[src/logic/lsq_pkg.sv]
`default_nettype none

package lsq_pkg;

    typedef logic [31:0] xlen_t;
    typedef logic [4:0]  rob_tag_t;
    typedef logic [6:0]  preg_t;

    // memory opcodes
    localparam logic [6:0] opcode_load  = 7'b0000011;
    localparam logic [6:0] opcode_store = 7'b0100011;

    // access size codes
    localparam logic [2:0] f3_word   = 3'b010;
    localparam logic [2:0] f3_half   = 3'b001;
    localparam logic [2:0] f3_byte_u = 3'b100;

    // dispatch reserves a slot in program order
    typedef struct packed {
        rob_tag_t rob_tag;
        xlen_t    pc;
    } dispatch_t;

    // operands arrive here once the memory op leaves its reservation station
    typedef struct packed {
        rob_tag_t   rob_tag;
        xlen_t      pc;
        preg_t      pd;
        logic       is_store;
        logic [2:0] func3;
        xlen_t      base;
        xlen_t      imm;
        xlen_t      store_data;
    } issue_t;

    typedef struct packed {
        logic       valid;
        logic       issued;
        logic       is_store;
        logic       half;
        logic [2:0] func3;
        rob_tag_t   rob_tag;
        preg_t      pd;
        xlen_t      pc;
        xlen_t      addr;
        xlen_t      data;
    } lsq_entry_t;

    typedef struct packed {
        logic     fwd_valid;
        xlen_t    fwd_data;
        logic     mem_req;
        rob_tag_t rob_tag;
        preg_t    pd;
    } load_result_t;

endpackage

`default_nettype wire

[src/logic/load_forward.sv]
`timescale 1ns/1ps
`default_nettype none

module load_forward import lsq_pkg::*; #(
    parameter int depth = 8
) (
    input  lsq_entry_t [depth-1:0]       entries,
    input  wire logic [$clog2(depth)-1:0] head,
    output load_result_t                  result,
    output lsq_entry_t                    load_req
);

    localparam int ptr_w = $clog2(depth);
    typedef logic [ptr_w-1:0] ptr_t;

    logic       found;
    ptr_t       ld_off;
    lsq_entry_t ld;
    logic       must_wait;
    logic       decided;
    logic       fwd;
    xlen_t      fwd_data;
    logic       fwd_valid;
    logic       mem_req;

    // oldest issued load, counted as an offset from head
    always_comb begin
        ptr_t idx;
        found  = 1'b0;
        ld_off = '0;
        ld     = '0;
        for (int k = 0; k < depth; k++) begin
            idx = head + ptr_t'(k);
            if (!found && entries[idx].valid && entries[idx].issued
                && !entries[idx].is_store) begin
                found  = 1'b1;
                ld_off = ptr_t'(k);
                ld     = entries[idx];
            end
        end
    end

    // older entries, youngest first
    always_comb begin
        ptr_t        idx;
        logic [32:0] s_end;
        logic [32:0] l_end;
        logic [1:0]  byte_off;
        xlen_t       shifted;
        idx       = '0;
        s_end     = '0;
        byte_off  = '0;
        shifted   = '0;
        must_wait = 1'b0;
        decided   = 1'b0;
        fwd       = 1'b0;
        fwd_data  = '0;
        l_end     = {1'b0, ld.addr} + ((ld.func3 == f3_word) ? 33'd4 : 33'd1);
        for (int k = depth - 1; k >= 0; k--) begin
            idx = head + ptr_t'(k);
            if (found && k < int'(ld_off)) begin
                if (!entries[idx].issued) begin
                    must_wait = 1'b1;
                end else if (entries[idx].is_store && !decided) begin
                    s_end = {1'b0, entries[idx].addr}
                            + (entries[idx].half ? 33'd2 : 33'd4);
                    if ({1'b0, ld.addr} < s_end && {1'b0, entries[idx].addr} < l_end) begin
                        decided = 1'b1;
                        if (ld.func3 == f3_word && !entries[idx].half
                            && ld.addr == entries[idx].addr) begin
                            fwd      = 1'b1;
                            fwd_data = entries[idx].data;
                        end else if (ld.func3 == f3_byte_u) begin
                            // a one-byte load that overlaps always sits inside the store
                            byte_off = ld.addr[1:0] - entries[idx].addr[1:0];
                            shifted  = entries[idx].data >> {byte_off, 3'b000};
                            fwd      = 1'b1;
                            fwd_data = {24'b0, shifted[7:0]};
                        end
                    end
                end
            end
        end
    end

    // an unissued older entry overrides both forward and memory
    assign fwd_valid = found && !must_wait && fwd;
    assign mem_req   = found && !must_wait && !decided;

    assign result.fwd_valid = fwd_valid;
    assign result.fwd_data  = fwd_valid ? fwd_data : '0;
    assign result.mem_req   = mem_req;
    assign result.rob_tag   = found ? ld.rob_tag : '0;
    assign result.pd        = found ? ld.pd : '0;

    assign load_req = mem_req ? ld : '0;

endmodule

`default_nettype wire

[config.mk]
export PLATFORM = sky130hd
export DESIGN_NAME = load_forward
export DESIGN_NICKNAME = d
export VERILOG_FILES = /design/src/logic/lsq_pkg.sv /design/src/logic/load_forward.sv
export SDC_FILE = /design/constraint.sdc
export NUM_CORES = 2
export LEC_CHECK = 0
export ABC_AREA = 1
export BUFFER_PORTS_ARGS = -buffer_cell sky130_fd_sc_hd__buf_2
export CORE_AREA = 4 4 418 420
export DETAILED_ROUTE_END_ITERATION = 6
export DIE_AREA = 0 0 422 424
export PLACE_DENSITY_LB_ADDON = 0.08
export SLEW_MARGIN = 20
export SYNTH_ARGS = -nofsm -noshare
export SYNTH_HDL_FRONTEND = slang
export SYNTH_SLANG_ARGS = --single-unit
[constraint.sdc]
create_clock -name vclk -period 15
set_clock_uncertainty 0.1 [all_clocks]
set_input_delay 0 -clock vclk [all_inputs]
set_output_delay 0 -clock vclk [all_outputs]
set_load 0.01 [all_outputs]
# Yosys cells after proc, flatten, opt, wreduce, memory -nomap -nowiden
# Index checks and enable logic that the tools add are counted.
dict set report op_classes {
  magnitude_cmp 29
  shift 7
  addsub 22
  n_eq_ne 9
  mux 177
  n_reduce_logical 90
}
# op count
set op_table {}
lappend op_table {{115-bit binary-select mux with 3-bit select} 8}
lappend op_table {{115-bit two-way mux} 17}
lappend op_table {{32-bit two-way mux} 42}
lappend op_table {{32-bit by 33-bit < comparator with 1-bit output} 14}
lappend op_table {{32-bit by 3-bit adder with 33-bit output} 8}
lappend op_table {{32-bit equality test} 7}
lappend op_table {{32-bit by 5-bit >> shifter with 8-bit output} 7}
lappend op_table {{1-bit two-way mux} 93}
lappend op_table {{1-bit logical AND} 60}
lappend op_table {{3-bit two-way mux} 14}
lappend op_table {{3-bit by 4-bit < comparator with 1-bit output (second input constant)} 8}
lappend op_table {{1-bit zero test} 30}
lappend op_table {{2-bit subtractor} 7}
lappend op_table {{3-bit adder (second input constant)} 4}
lappend op_table {{3-bit < comparator (first input constant)} 3}
lappend op_table {{8-bit two-way mux} 1}
lappend op_table {{7-bit two-way mux} 1}
lappend op_table {{3-bit by 2-bit adder with 3-bit output (second input constant)} 2}
lappend op_table {{1-bit by 3-bit < comparator with 1-bit output (first input constant)} 2}
lappend op_table {{2-bit by 3-bit < comparator with 1-bit output (first input constant)} 2}
lappend op_table {{5-bit two-way mux} 1}
lappend op_table {{3-bit by 1-bit adder with 3-bit output (second input constant)} 1}
lappend op_table {{3-bit by 2-bit equality test with 1-bit output (second input constant)} 1}
lappend op_table {{3-bit equality test (second input constant)} 1}
dict set report word_totals {
  elab_cells 334
  inputBits 923
  output_inout_bits 161
  regBits 0
}

# Depth between registers and ports, before layout
dict set report depth {
  word_depth 87
  depth_mapped 78
  mapped_depth_nobuf 60
}

# Worst setup path before layout
# Ideal clock, no wire load.
dict set report synth_path {
  kind {input port to output port}
  from {input head[1]}
  to {output result[40] (netlist name)}
  arrival_time_ps 11274
  path_slack_ps 3626
  t_required_ps 14900
  n_path_buf 23
  stages 71
  cell_sequence {buf_4 inv_2 buf_4 buf_2 buf_2 buf_2 buf_4 buf_2 clkbuf_1 clkbuf_1 clkbuf_1 buf_1 clkbuf_1 buf_1 ha_1 inv_1 nand2_1 nand2_4 (+35 left out) nand2_1 nand2_1 nand2_1 nand2_1 nand2_1 nand2_1 nand3_1 clkinv_1 nand3_4 nand2_2 nor2_2 nand2_2 nor3_4 nand2_1 buf_2 nor3_1 nor2_1 nor2_1}
}
# item line
set synth_lines {}
lappend synth_lines {{start, declared} load_forward.sv:8} ;# input wire logic [$clog2(depth)-1:0] head,
lappend synth_lines {{end, declared} load_forward.sv:9} ;# output load_result_t result,

==> impl_metrics.py <==
metrics = {
    "logic_synthesis": {
        "ys_seq_area_share_pct": 0,
        "avgSynthCellArea_um2": 5.28,
        "yosysMostFrequentCell": "nand2_1",
        "synth_top_area_cell": "nand2_1",
        "synthesis.nets": 12677,
        "synth_area_um2": 59600,
        "yosysUniqueCellTypes": 84,
        "netlist_instances": 11295,
        "synth_top_cell_area_share_pct": 19.9,
        "synth_area_leaders": "nand2_1 (20%), o21ai_0 (15%), ha_1 (9.5%)",
        "synth_top_cells_by_count": "nand2_1 (3165), o21ai_0 (1777), inv_1 (1261)",
        "yosysWarnings": 0,
    },
    "floorplanning": {
        "die_h_um": 424,
        "rows": 152,
        "die-area_um2": 179000,
        "die_w_um": 422,
        "initial_core_util_pct": 34.9,
        "core_area_um2": 171000,
        "io_pins": 1084,
    },
    "layout": {
        "drive_gt1_share_pct": 14.4,
        "area_growth_pct": 12.6,
        "nClkBuffers": 0,
        "multiInputGateArea_um2": 51500,
        "fillerInstances": 19204,
        "final_nets": 13262,
        "seq_cells": 0,
        "regArea_um2": 0,
    },
    "worst_setup_path": {
        "cpMaxStageDelayCell": "a31oi_1",
        "required_ns": 14.90,
        "setup.worst_path.class": "input port to output pin",
        "critPathMaxFanout": 202,
        "worstSetupStartpoint": "head[0]",
        "critPathMostFrequentCell": "nand2_1",
        "crit_arrival_ns": 13.52,
        "critPathMaxStageDelay_ns": 0.99,
        "cp-end-kind": "output pin",
        "critPathLaunchType": "input port",
    },
    "sta": {
        "fin_crit_sh_pct": 90.8,
        "max_freq_mhz": 73.4,
        "slew_violations": 0,
        "fin_crit_ns": 13.62,
        "slew_headroom_pct": 12.5,
        "tightestPinTransition_ns": 1.30,
        "finalSetupViolCount": 0,
        "fin_tns_setup_ns": 0,
        "hold_viol_final": 0,
        "rsz0062_at_grt": "false",
    },
    "status": {
        "status": "finished, violations left",
        "violations": "design-rule violations",
    },
    "global_route": {
        "grt_util_met3_pct": 13.7,
        "grt_max_degree": 220,
        "overflow": 0,
        "grt_pass1_wl_mm": 643,
        "track_usage_pct": 50.3,
        "grt_pass1_vias": 79048,
        "busiest_layer": "met2",
        "grtUsageMet1_pct": 57.6,
        "grtUsageMet2_pct": 73.7,
        "antenna_found_initial": 66,
    },
    "detailed_routing": {
        "drc_errors": 71,
        "routedWlPerCell_um": 33.7,
        "firstDrtPassIters": 7,
        "ant_nets": 0,
        "dr.first_iter.drc_count": 13485,
        "vias": 88425,
        "wirelength_mm": 477,
        "vias_per_cell": 6.25,
    },
    "hold_path": {
        "hp-class": "input port to output pin",
        "worstHoldStart": "entries[369]",
        "min_path_cells": 8,
        "min_delay_worst_endpoint": "load_req[24]",
    },
    "run": {
        "cap_violations": 0,
    },
    "place": {
        "gp_congestion": 1.16,
        "place.port_buffers": 1083,
        "dp_hpwl_mm": 386,
    },
    "clock_tree": {
        "cts_setup_buffers": 0,
        "ctsResizeCount": 0,
        "hold_buffers": 0,
    },
}
[placed cells by master, fill, tap and decap left out, types with 99 or more instances in the layout]
master    netlist  layout
or2_2          99      99
o21a_1        118     118
a21oi_1       328     328
nor2_1        716     715
buf_2         129    1080
inv_1        1261    1261
o211ai_1      215     215
xor2_1        233     232
nand2_1      3165    3162
o22ai_1       102     102
mux2i_1       433     429
o21ai_1       205     223
nand3_1       403     399
buf_4          36     273
ha_1          452     451
o21ai_0      1777    1752
nand4_1       107     107
[how the worst max path moves through the flow]
stage              endpoint  cells past startpoint
2_1_floorplan    result[40]                     71
3_3_place_gp   load_req[90]                     48
3_5_place_dp   load_req[88]                     55
4_1_cts        load_req[88]                     54
5_1_grt        load_req[80]                     58
6_report       load_req[91]                     57
[layout make-up]
type               instances  area share (%)
diodes                    42           0.157
inverters               1317            7.45
multi-input cells       9192            76.7
well taps               2233            4.16
repair buffers          1369            11.5
[worst max-delay path: cells and delay by family]
kind | cells | cell delay [ns]
simple gates | 38 | 7.23
buf+inv | 12 | 2.64
compound gates | 4 | 1.44
fa+ha+maj | 2 | 1.24
xor+xnor | 1 | 0.66
[kinds of logic (layout without fill, tap and decap cells)]
group	after synthesis	in the layout	synth area share, %
multiplexers	438	438	7.40
buffers and inverters	2103	2686	14.2
AND/OR/NAND/NOR	4785	4785	33.4
adder cells (fa/ha/maj)	459	459	9.72
XOR/XNOR	255	255	3.76
other	1	43	0.00629
AO/OA/AOI/OAI	3254	3254	31.6
[through the flow]
step | area (um^2) | util, % | worst slack [ns] | hold WS [ns] | std cells
after floorplan | 59600 | - | 3.63 | 0.329 | 11295
final | 67100 | 39.3 | 1.38 | 0.639 | 14153
after global routing | 67100 | 39.2 | 0.806 | 0.733 | 14128
after detailed placement | 66900 | 39.1 | 2.28 | 0.628 | 14106
after CTS | 66900 | 39.1 | 2.24 | 0.625 | 14106
after global placement | 66800 | 39.1 | 2.52 | 0.623 | 14105
[per-layer routing]
metal  wire length (um)  part of all wire, %
met2             192000                   40
met4              61100                   13
met3              52400                   11
met1             171000                   36
met5                184                0.039
