===== src/logic/lsq_pkg.sv =====
`default_nettype none

package lsq_pkg;

    typedef logic [31:0] xlen_t;
    typedef logic [4:0]  rob_tag_t;
    typedef logic [6:0]  preg_t;

    // memory opcodes
    localparam logic [6:0] opcode_load  = 7'b0000011;
    localparam logic [6:0] opcode_store = 7'b0100011;

    // access size codes
    localparam logic [2:0] f3_word   = 3'b010;
    localparam logic [2:0] f3_half   = 3'b001;
    localparam logic [2:0] f3_byte_u = 3'b100;

    // dispatch reserves a slot in program order
    typedef struct packed {
        rob_tag_t rob_tag;
        xlen_t    pc;
    } dispatch_t;

    // operands arrive here once the memory op leaves its reservation station
    typedef struct packed {
        rob_tag_t   rob_tag;
        xlen_t      pc;
        preg_t      pd;
        logic       is_store;
        logic [2:0] func3;
        xlen_t      base;
        xlen_t      imm;
        xlen_t      store_data;
    } issue_t;

    typedef struct packed {
        logic       valid;
        logic       issued;
        logic       is_store;
        logic       half;
        logic [2:0] func3;
        rob_tag_t   rob_tag;
        preg_t      pd;
        xlen_t      pc;
        xlen_t      addr;
        xlen_t      data;
    } lsq_entry_t;

    typedef struct packed {
        logic     fwd_valid;
        xlen_t    fwd_data;
        logic     mem_req;
        rob_tag_t rob_tag;
        preg_t    pd;
    } load_result_t;

endpackage

`default_nettype wire


===== src/logic/lsq_queue.sv =====
`timescale 1ns/1ps
`default_nettype none

module lsq_queue import lsq_pkg::*; #(
    parameter int depth = 8
) (
    input  wire logic                       clk,
    input  wire logic                       reset,
    input  wire logic                       dispatch_valid,
    input  dispatch_t                       dispatch,
    input  wire logic                       issued,
    input  issue_t                          issue,
    input  wire logic                       retired,
    input  rob_tag_t                        rob_head,
    input  wire logic                       mispredict,
    input  xlen_t                           mispredict_pc,
    output lsq_entry_t [depth-1:0]          entries,
    output logic [$clog2(depth)-1:0]        head,
    output logic                            full,
    output logic                            store_done,
    output rob_tag_t                        store_rob_tag,
    output logic                            store_wb,
    output lsq_entry_t                      store_out
);

    localparam int ptr_w = $clog2(depth);
    typedef logic [ptr_w-1:0] ptr_t;

    lsq_entry_t [depth-1:0] ent_q;
    ptr_t                   wr_ptr;
    ptr_t                   rd_ptr;
    ptr_t                   flush_wr_ptr;
    logic [depth-1:0]       flush_mask;
    logic [depth-1:0]       issue_hit;
    lsq_entry_t             head_ent;
    logic                   dispatch_ok;
    logic                   issue_ok;
    logic                   retire_ok;

    assign head_ent = ent_q[rd_ptr];

    // next slot still occupied means every slot is taken
    assign full = ent_q[wr_ptr].valid;

    assign dispatch_ok = dispatch_valid && !full && !mispredict;
    assign issue_ok    = issued && (!mispredict || issue.pc < mispredict_pc);
    assign retire_ok   = retired && head_ent.valid && head_ent.issued
                         && head_ent.rob_tag == rob_head;

    always_comb begin
        for (int i = 0; i < depth; i++) begin
            issue_hit[i] = issue_ok && ent_q[i].valid && !ent_q[i].issued
                           && ent_q[i].rob_tag == issue.rob_tag;
        end
    end

    // walk back from the tail, stop at the first entry that survives
    always_comb begin
        ptr_t idx;
        logic stop;
        flush_mask   = '0;
        flush_wr_ptr = wr_ptr;
        stop         = 1'b0;
        for (int k = 0; k < depth; k++) begin
            idx = flush_wr_ptr - 1'b1;
            if (!stop && ent_q[idx].valid && ent_q[idx].pc >= mispredict_pc
                && !(retire_ok && idx == rd_ptr)) begin
                flush_mask[idx] = 1'b1;
                flush_wr_ptr    = idx;
            end else begin
                stop = 1'b1;
            end
        end
    end

    always_ff @(posedge clk or posedge reset) begin
        if (reset) begin
            ent_q         <= '0;
            wr_ptr        <= '0;
            rd_ptr        <= '0;
            store_done    <= 1'b0;
            store_rob_tag <= '0;
            store_wb      <= 1'b0;
            store_out     <= '0;
        end else begin
            store_done <= (|issue_hit) && issue.is_store;
            store_wb   <= retire_ok && head_ent.is_store;

            if ((|issue_hit) && issue.is_store) begin
                store_rob_tag <= issue.rob_tag;
            end
            if (retire_ok) begin
                store_out <= head_ent;
            end

            // allocate in program order
            if (dispatch_ok) begin
                ent_q[wr_ptr] <= '{valid: 1'b1, rob_tag: dispatch.rob_tag,
                                   pc: dispatch.pc, default: '0};
                wr_ptr        <= wr_ptr + 1'b1;
            end

            // fill operands and effective address
            for (int i = 0; i < depth; i++) begin
                if (issue_hit[i]) begin
                    ent_q[i].issued   <= 1'b1;
                    ent_q[i].is_store <= issue.is_store;
                    ent_q[i].half     <= issue.is_store && issue.func3 == f3_half;
                    ent_q[i].func3    <= issue.func3;
                    ent_q[i].pd       <= issue.pd;
                    ent_q[i].addr     <= issue.base + issue.imm;
                    ent_q[i].data     <= issue.store_data;
                end
            end

            if (retire_ok) begin
                ent_q[rd_ptr].valid  <= 1'b0;
                ent_q[rd_ptr].issued <= 1'b0;
                rd_ptr               <= rd_ptr + 1'b1;
            end

            // flush comes last so it overrides a same-cycle fill
            if (mispredict) begin
                for (int i = 0; i < depth; i++) begin
                    if (flush_mask[i]) begin
                        ent_q[i] <= '0;
                    end
                end
                wr_ptr <= flush_wr_ptr;
            end
        end
    end

    assign entries = ent_q;
    assign head    = rd_ptr;

endmodule

`default_nettype wire


===== config.mk =====
export PLATFORM = sky130hd
export DESIGN_NAME = lsq_queue
export DESIGN_NICKNAME = d
export VERILOG_FILES = /design/src/logic/lsq_pkg.sv /design/src/logic/lsq_queue.sv
export SDC_FILE = /design/constraint.sdc
export NUM_CORES = 2
export LEC_CHECK = 0
export BUFFER_PORTS_ARGS = -buffer_cell sky130_fd_sc_hd__buf_2
export CAP_MARGIN = 20
export CORE_ASPECT_RATIO = 0.5
export CORE_MARGIN = 1
export CORE_UTILIZATION = 30
export DETAILED_ROUTE_END_ITERATION = 8
export PLACE_DENSITY = 0.44
export SLEW_MARGIN = 40
export SYNTH_ARGS = -nofsm -noshare
export SYNTH_HDL_FRONTEND = slang
export SYNTH_SLANG_ARGS = --single-unit

===== constraint.sdc =====
create_clock -name clk -period 85.5 [get_ports clk]
set_clock_uncertainty 0.2 [all_clocks]
set_input_delay 17.1 -clock clk [delete_from_list [all_inputs] [get_ports clk]]
set_output_delay 17.1 -clock clk [all_outputs]
set_load 0.05 [all_outputs]

== Word-level counts from Yosys, hierarchy flattened ==
Index checks and enable logic that the tools add are counted.

* Register bits: 1048
* Output and inout bits: 1046
* Logic and storage cells: 366

* Bitwise logic cells: 7
* Muxes and demuxes: 105
* Reduce and logical (&&, ||, !) cells: 101
* $add $sub $neg: 11
* Eq/ne operators: 18
* $lt $le $gt $ge: 29

{| class="wikitable"
|+ Operators with widths
! operator !! number
|-
| binary-select mux 115 bit (select 3 bit) || 10
|-
| bitwise mux 920 bit || 3
|-
| two-way mux 920 bit || 3
|-
| two-way mux 115 bit || 20
|-
| demux 115 bit (select 3 bit) || 3
|-
| two-way mux 64 bit || 8
|-
| >= comparator 32 bit || 8
|-
| two-way mux 114 bit || 1
|-
| logical AND 1 bit || 74
|-
| two-way mux 8 bit || 8
|-
| two-way mux 7 bit || 8
|-
| OR 8 bit || 7
|-
| two-way mux 6 bit || 8
|-
| == test 5 bit || 9
|-
| less-than comparator 3 x 4 -> 1 bit, second input constant || 10
|-
| adder 32 bit || 1
|-
| less-than comparator 32 bit || 1
|-
| >= comparator 3 x 1 -> 1 bit, second input constant || 10
|-
| two-way mux 3 bit || 10
|-
| demux 1 bit (select 3 bit) || 8
|-
| == test 3 bit || 8
|-
| logical NOT 1 bit || 24
|-
| subtractor 3 x 1 -> 3 bit, second input constant || 8
|-
| two-way mux 1 bit || 15
|-
| 5 further kinds || 6
|}

== Longest topological paths before layout ==
* Word-level depth: 60
* Mapped depth: 227

== Worst setup path before layout ==
Ideal clock, no wire load.

* Path type: input to register
* Start point: input port mispredict_pc[29]
* End point: register ent_q, in the netlist entries[642]
* Data arrival time: 56599 ps
* Cell stages on the path: 213
* Path buffers: 24
* Setup time: 78 ps
* Setup slack: 28623 ps
* Path through: inv_1 ha_1 a21o_1 a21o_1 a221oi_1 o21ai_0 o21a_1 nand3_1 nand2_1 inv_1 buf_1 buf_1 ha_1 xnor2_1 and4_1 nor3_2 clkbuf_1 a21boi_0 [177 not listed] a21oi_1 nor2b_1 o21ai_0 nand2b_1 a21oi_1 nor2b_1 o21ai_0 nand2b_1 a21oi_1 o31ai_1 a221oi_1 nor4_1 and4_1 o21a_1 clkbuf_1 buf_2 buf_1 a21oi_1

* Longest elaborated chain between the ends: 55
* Elaborated cells between the ends (all ways): 145
* Classes of those cells: add/sub (7); order compare (22); eq/ne (7); mux (52); bitwise (7); reduce/logical (50)

{| class="wikitable"
|+ Ends and longest elaborated chain
! item !! line !! source
|-
| start: declaration || lsq_queue.sv:16 || <nowiki>input xlen_t mispredict_pc,</nowiki>
|-
| >= comparator 32 bit || lsq_queue.sv:66 || <nowiki>if (!stop && ent_q[idx].valid && ent_q[idx].pc >= mispredict_pc</nowiki>
|-
| logical AND 1 bit || lsq_queue.sv:66 ||
|-
| logical AND 1 bit || lsq_queue.sv:67 || <nowiki>&& !(retire_ok && idx == rd_ptr)) begin</nowiki>
|-
| two-way mux 3 bit || lsq_queue.sv:66 ||
|-
| subtractor 3 x 1 -> 3 bit || lsq_queue.sv:65 || <nowiki>idx = flush_wr_ptr - 1'b1;</nowiki>
|-
| binary-select mux 115 bit (select 3 bit) || lsq_queue.sv:66 ||
|-
| two-way mux 115 bit (not written as such) || lsq_queue.sv:66 ||
|-
| >= comparator 32 bit or logical AND 1 bit (tied branches) || lsq_queue.sv:66 ||
|-
| [39 not listed] || -- ||
|-
| binary-select mux 115 bit (select 3 bit), or another cell as far along || lsq_queue.sv:66 ||
|-
| two-way mux 115 bit (not written as such) or logical AND 1 bit (tied branches) || lsq_queue.sv:66, lsq_queue.sv:68 ||
|-
| >= comparator 32 bit, or another cell as far along || lsq_queue.sv:66 ||
|-
| logical AND 1 bit or demux 1 bit (select 3 bit) (tied branches) || lsq_queue.sv:66, lsq_queue.sv:68 ||
|-
| logical AND 1 bit or OR 8 bit (tied branches) || -- ||
|-
| two-way mux 8 bit * || lsq_queue.sv:66 ||
|-
| two-way mux 115 bit * || lsq_queue.sv:125 || <nowiki>if (flush_mask[i]) begin</nowiki>
|-
| two-way mux 920 bit * || lsq_queue.sv:123 || <nowiki>if (mispredict) begin</nowiki>
|-
| end signal: indexed assignment || lsq_queue.sv:98 || <nowiki>ent_q[wr_ptr] <= '{valid: 1'b1, rob_tag: dispatch.rob_tag,</nowiki>
|-
| end: declaration || lsq_queue.sv:29 || <nowiki>lsq_entry_t [depth-1:0] ent_q;</nowiki>
|}

Every way passes the cells marked *; elsewhere a longest branch is shown, timed or not. The select of a mux whose other input is x is not followed.
A chain may end at the register's enable or synchronous reset.

== Final worst setup path ==
* Start point: input port mispredict_pc[26]
* End point: register ent_q, in the netlist entries[410]

Same word-level chain as after synthesis.

==> metrics.json <==
{
  "outcome": {"value": "complete, no violations"},
  "cts-root-to-sink-buffers": {"value": 3},
  "critical_path.startpoint": {"value": "mispredict_pc[26]"},
  "grt_overflow": {"value": 0},
  "fillerInstances": {"value": 25622},
  "worst_path_largest_cell_delay": {"value": 1.03, "unit": "ns"},
  "relSlewSlack": {"value": 0.230},
  "starting_utilization_of_the_core_area": {"value": 0.303},
  "detailedPlace.worstSlack": {"value": 16.66, "unit": "ns"},
  "die_span_in_y": {"value": 356, "unit": "um"},
  "worst_ep_arrival_time": {"value": 68.72, "unit": "ns"},
  "clock_tree.htree_level_count": {"value": 3},
  "route.detailed.wl_per_inst": {"value": 37.7, "unit": "um"},
  "final_max_slew_viol_count": {"value": 0},
  "post-route-worst-setup-slack": {"value": 17.20, "unit": "ns"},
  "cts_tree": {"value": "yes"},
  "regToRegSetupSlack": {"value": 30.05, "unit": "ns"},
  "clk_pin_slew": {"value": 0.06, "unit": "ns"},
  "design_area": {"value": 0.0897, "unit": "mm2"},
  "ctsResizeCount": {"value": 0},
  "crit-reg2reg-capture": {"value": "entries[410]$_DFF_PP0_"},
  "min_path_type": {"value": "register to register"},
  "crit_top_cell": {"value": "sky130_fd_sc_hd__a21o_1"},
  "post-synth-top-area-cell": {"value": "sky130_fd_sc_hd__dfrtp_1"},
  "detail_route.drc_violations": {"value": 0},
  "synth.distinct_cells": {"value": 95},
  "final-setup-viol-count": {"value": 0},
  "gr-usage-all-layers": {"value": 0.370},
  "syn-cell-area": {"value": 0.0752, "unit": "mm2"},
  "area.growth.synth_to_final": {"value": 19.4, "unit": "%"},
  "quantity_of_i_o_buffers_inserted_on_ports": {"value": 1269},
  "rr_worst_depth": {"value": 212},
  "design.final.nets": {"value": 9990},
  "timing.fmax": {"value": 0.0146, "unit": "GHz"},
  "firstDrtPassIters": {"value": 7},
  "start_kind": {"value": "input pin"},
  "vias_per_cell": {"value": 6.22},
  "worst_ep_required_time": {"value": 85.92, "unit": "ns"},
  "post-route-period-util": {"value": 0.799},
  "gpl.final_weighted_congestion": {"value": 1.03},
  "grt_setup_unrepaired": {"value": "no"},
  "setup_tns": {"value": 0, "unit": "ns"},
  "netlist.area_leader.share": {"value": 0.349},
  "critPathCaptureType": {"value": "register"},
  "drv.max_cap_violation_count": {"value": 0},
  "synthesis.area_per_instance": {"value": 8.66, "unit": "um2"},
  "placeableCoreArea": {"value": 0.248, "unit": "mm2"},
  "io-pin-count": {"value": 1270},
  "critPathKind": {"value": "input pin to register"},
  "irDropWorstVdd": {"value": 0.0632, "unit": "mV"},
  "route.final.wire_length": {"value": 487000, "unit": "um"},
  "cell_area_reported_after_detailed_placement": {"value": 0.0857, "unit": "mm2"},
  "grt_antenna_before_repair": {"value": 69},
  "cts.repair_timing.setup_buffer_count": {"value": 0},
  "die-width": {"value": 710, "unit": "um"},
  "dr.first_iter.drc_count": {"value": 11680},
  "worst_slew_pin_slew": {"value": 1.15, "unit": "ns"},
  "postSynth.topFlopCell": {"value": "sky130_fd_sc_hd__dfrtp_1"},
  "worst-path-max-fanout": {"value": 92},
  "grt_start_max_net_pins": {"value": 132},
  "yosys-top-cells-area": {"value": "sky130_fd_sc_hd__dfrtp_1 35%, sky130_fd_sc_hd__mux4_2 12%, sky130_fd_sc_hd__nand2_1 9.1%"},
  "global_route_wire_length_before_repair": {"value": 653000, "unit": "um"},
  "power_per_cell_area": {"value": 51.6, "unit": "mW/mm2"},
  "floorplan_row_count": {"value": 129},
  "synth_edf_count": {"value": 0},
  "layout-drive-gt1-share": {"value": 0.265},
  "fp.dieArea": {"value": 0.253, "unit": "mm2"},
  "first_global_vias": {"value": 72559},
  "critical_path_cell_count": {"value": 208},
  "clock_insertion_delay_worst_skew": {"value": 0.78, "unit": "ns"},
  "cts-hold-fix-buffers": {"value": 0},
  "static-leakage-power": {"value": 42.8, "unit": "nW"},
  "yosysSeqAreaShare": {"value": 0.349},
  "totalPowerFinal": {"value": 4.63, "unit": "mW"},
  "critical_path.slowest_cell": {"value": "sky130_fd_sc_hd__xor3_2"},
  "syn-instance-count": {"value": 8674},
  "cts_buffers": {"value": 114},
  "async_flop_share": {"value": 1.00},
  "reg2reg_from": {"value": "wr_ptr[0]$_DFFE_PP0P_"},
  "final-hold-violation-count": {"value": 0},
  "synth.yosys.warnings": {"value": 0},
  "numClockSinks": {"value": 1048},
  "crit_path_end": {"value": "entries[410]$_DFF_PP0_"},
  "ant_nets": {"value": 0},
  "root_buffer": {"value": "sky130_fd_sc_hd__clkbuf_16"},
  "detailroute.via_count": {"value": 80241},
  "dpl.hpwl": {"value": 331000, "unit": "um"},
  "final_period_demand_of_the_worst_path": {"value": 68.30, "unit": "ns"},
  "path_buf_inv": {"value": 23},
  "synth_nets": {"value": 9227},
  "cp_top_delay_family": {"value": "compound AO/OA/AOI/OAI gates"},
  "yosys_register_bits": {"value": 1048}
}
## worst min-delay path by stage
stage	start	slack, ns	cells after the start	to
6_report	store_out[113]$_DFFE_PP0P_	0.26	1	store_out[113]$_DFFE_PP0P_
3_5_place_dp	store_out[114]$_DFFE_PP0P_	0.25	1	store_out[114]$_DFFE_PP0P_
2_1_floorplan	store_out[67]$_DFFE_PP0P_	0.56	2	store_out[67]$_DFFE_PP0P_
4_1_cts	store_out[114]$_DFFE_PP0P_	0.27	1	store_out[114]$_DFFE_PP0P_
3_3_place_gp	store_out[113]$_DFFE_PP0P_	0.25	1	store_out[113]$_DFFE_PP0P_
5_1_grt	store_out[93]$_DFFE_PP0P_	0.28	1	store_out[93]$_DFFE_PP0P_
## power breakdown
part,switching (mW),leakage [nW],internal (mW),total (mW)
registers,0.193,14.1,0.648,0.841
clock network,0.233,1.91,0.295,0.528
logic,2.28,26.7,0.986,3.26
total,2.70,42.8,1.93,4.63
## stage by stage
| stage | util | std cells | hold slack [ns] |
|---|---|---|---|
| global route | 0.362 | 12881 | 0.284 |
| detailed placement | 0.346 | 12655 | 0.250 |
| CTS | 0.361 | 12867 | 0.265 |
| global placement | 0.343 | 12638 | 0.247 |
| finish | 0.362 | 12899 | 0.265 |
| floorplan | - | 8674 | 0.559 |
## sequential cells by signal (all words and copies together), names as in the netlist
| register | count |
|---|---|
| entries | 920 |
| store_wb | 1 |
| store_out | 115 |
| head | 3 |
| wr_ptr | 3 |
| store_done | 1 |
| store_rob_tag | 5 |
## final cells by class
class | count | area [um2] | share of cell area
sequential | 1048 | 26200 | 0.292
antenna | 26 | 65.1 | 0.000725
tap | 3340 | 4180 | 0.0466
clock buffer | 163 | 3350 | 0.0373
inverter | 104 | 400 | 0.00446
clock inverter | 49 | 472 | 0.00526
timing repair buffer | 1718 | 10200 | 0.114
multi-input combinational | 6451 | 44800 | 0.500
## per-layer routing
metal	track usage	vias up	wire length [um]
met5	0.00411	-	423
met4	0.207	32	33200
met3	0.124	1139	58700
met2	0.525	5716	202000
met1	0.493	40810	193000
li1	-	32544	-
## cell usage after synthesis, types with 91 or more instances
cell type	number
sky130_fd_sc_hd__a31oi_1	294
sky130_fd_sc_hd__a221oi_1	155
sky130_fd_sc_hd__nand2_1	1822
sky130_fd_sc_hd__buf_1	227
sky130_fd_sc_hd__a21oi_1	869
sky130_fd_sc_hd__nand3_1	600
sky130_fd_sc_hd__mux2i_1	233
sky130_fd_sc_hd__mux4_2	386
sky130_fd_sc_hd__mux2_2	91
sky130_fd_sc_hd__a21o_1	180
sky130_fd_sc_hd__clkbuf_1	692
sky130_fd_sc_hd__o21ai_0	174
sky130_fd_sc_hd__inv_1	96
sky130_fd_sc_hd__nor2_1	501
sky130_fd_sc_hd__dfrtp_1	1048
sky130_fd_sc_hd__ha_1	328
sky130_fd_sc_hd__a22oi_1	165
## logic make-up (layout without fill, tap and decap cells)
kind of cell / Yosys count / after routing / share of synthesized area
other: 0 / 26 / 0
AOI/OAI and AO/OA: 2090 / 2090 / 0.176
and+or+nand+nor: 3196 / 3196 / 0.180
DFF: 1048 / 1048 / 0.349
adders and majority gates: 329 / 329 / 0.0549
muxes: 710 / 710 / 0.160
buffers and inverters: 1175 / 2034 / 0.0634
xor gates and xnor gates: 126 / 126 / 0.0160
## placed cells by master (no fill, tap or decap), types with 293 or more instances in the layout
| cell | n |
|---|---|
| sky130_fd_sc_hd__buf_4 | 379 |
| sky130_fd_sc_hd__dfrtp_1 | 1044 |
| sky130_fd_sc_hd__mux4_2 | 386 |
| sky130_fd_sc_hd__ha_1 | 323 |
| sky130_fd_sc_hd__nor2_1 | 491 |
| sky130_fd_sc_hd__a21oi_1 | 869 |
| sky130_fd_sc_hd__a31oi_1 | 293 |
| sky130_fd_sc_hd__nand2_1 | 1814 |
| sky130_fd_sc_hd__buf_2 | 1273 |
| sky130_fd_sc_hd__nand3_1 | 598 |
Note: power is estimated with default switching activity, not from simulation.
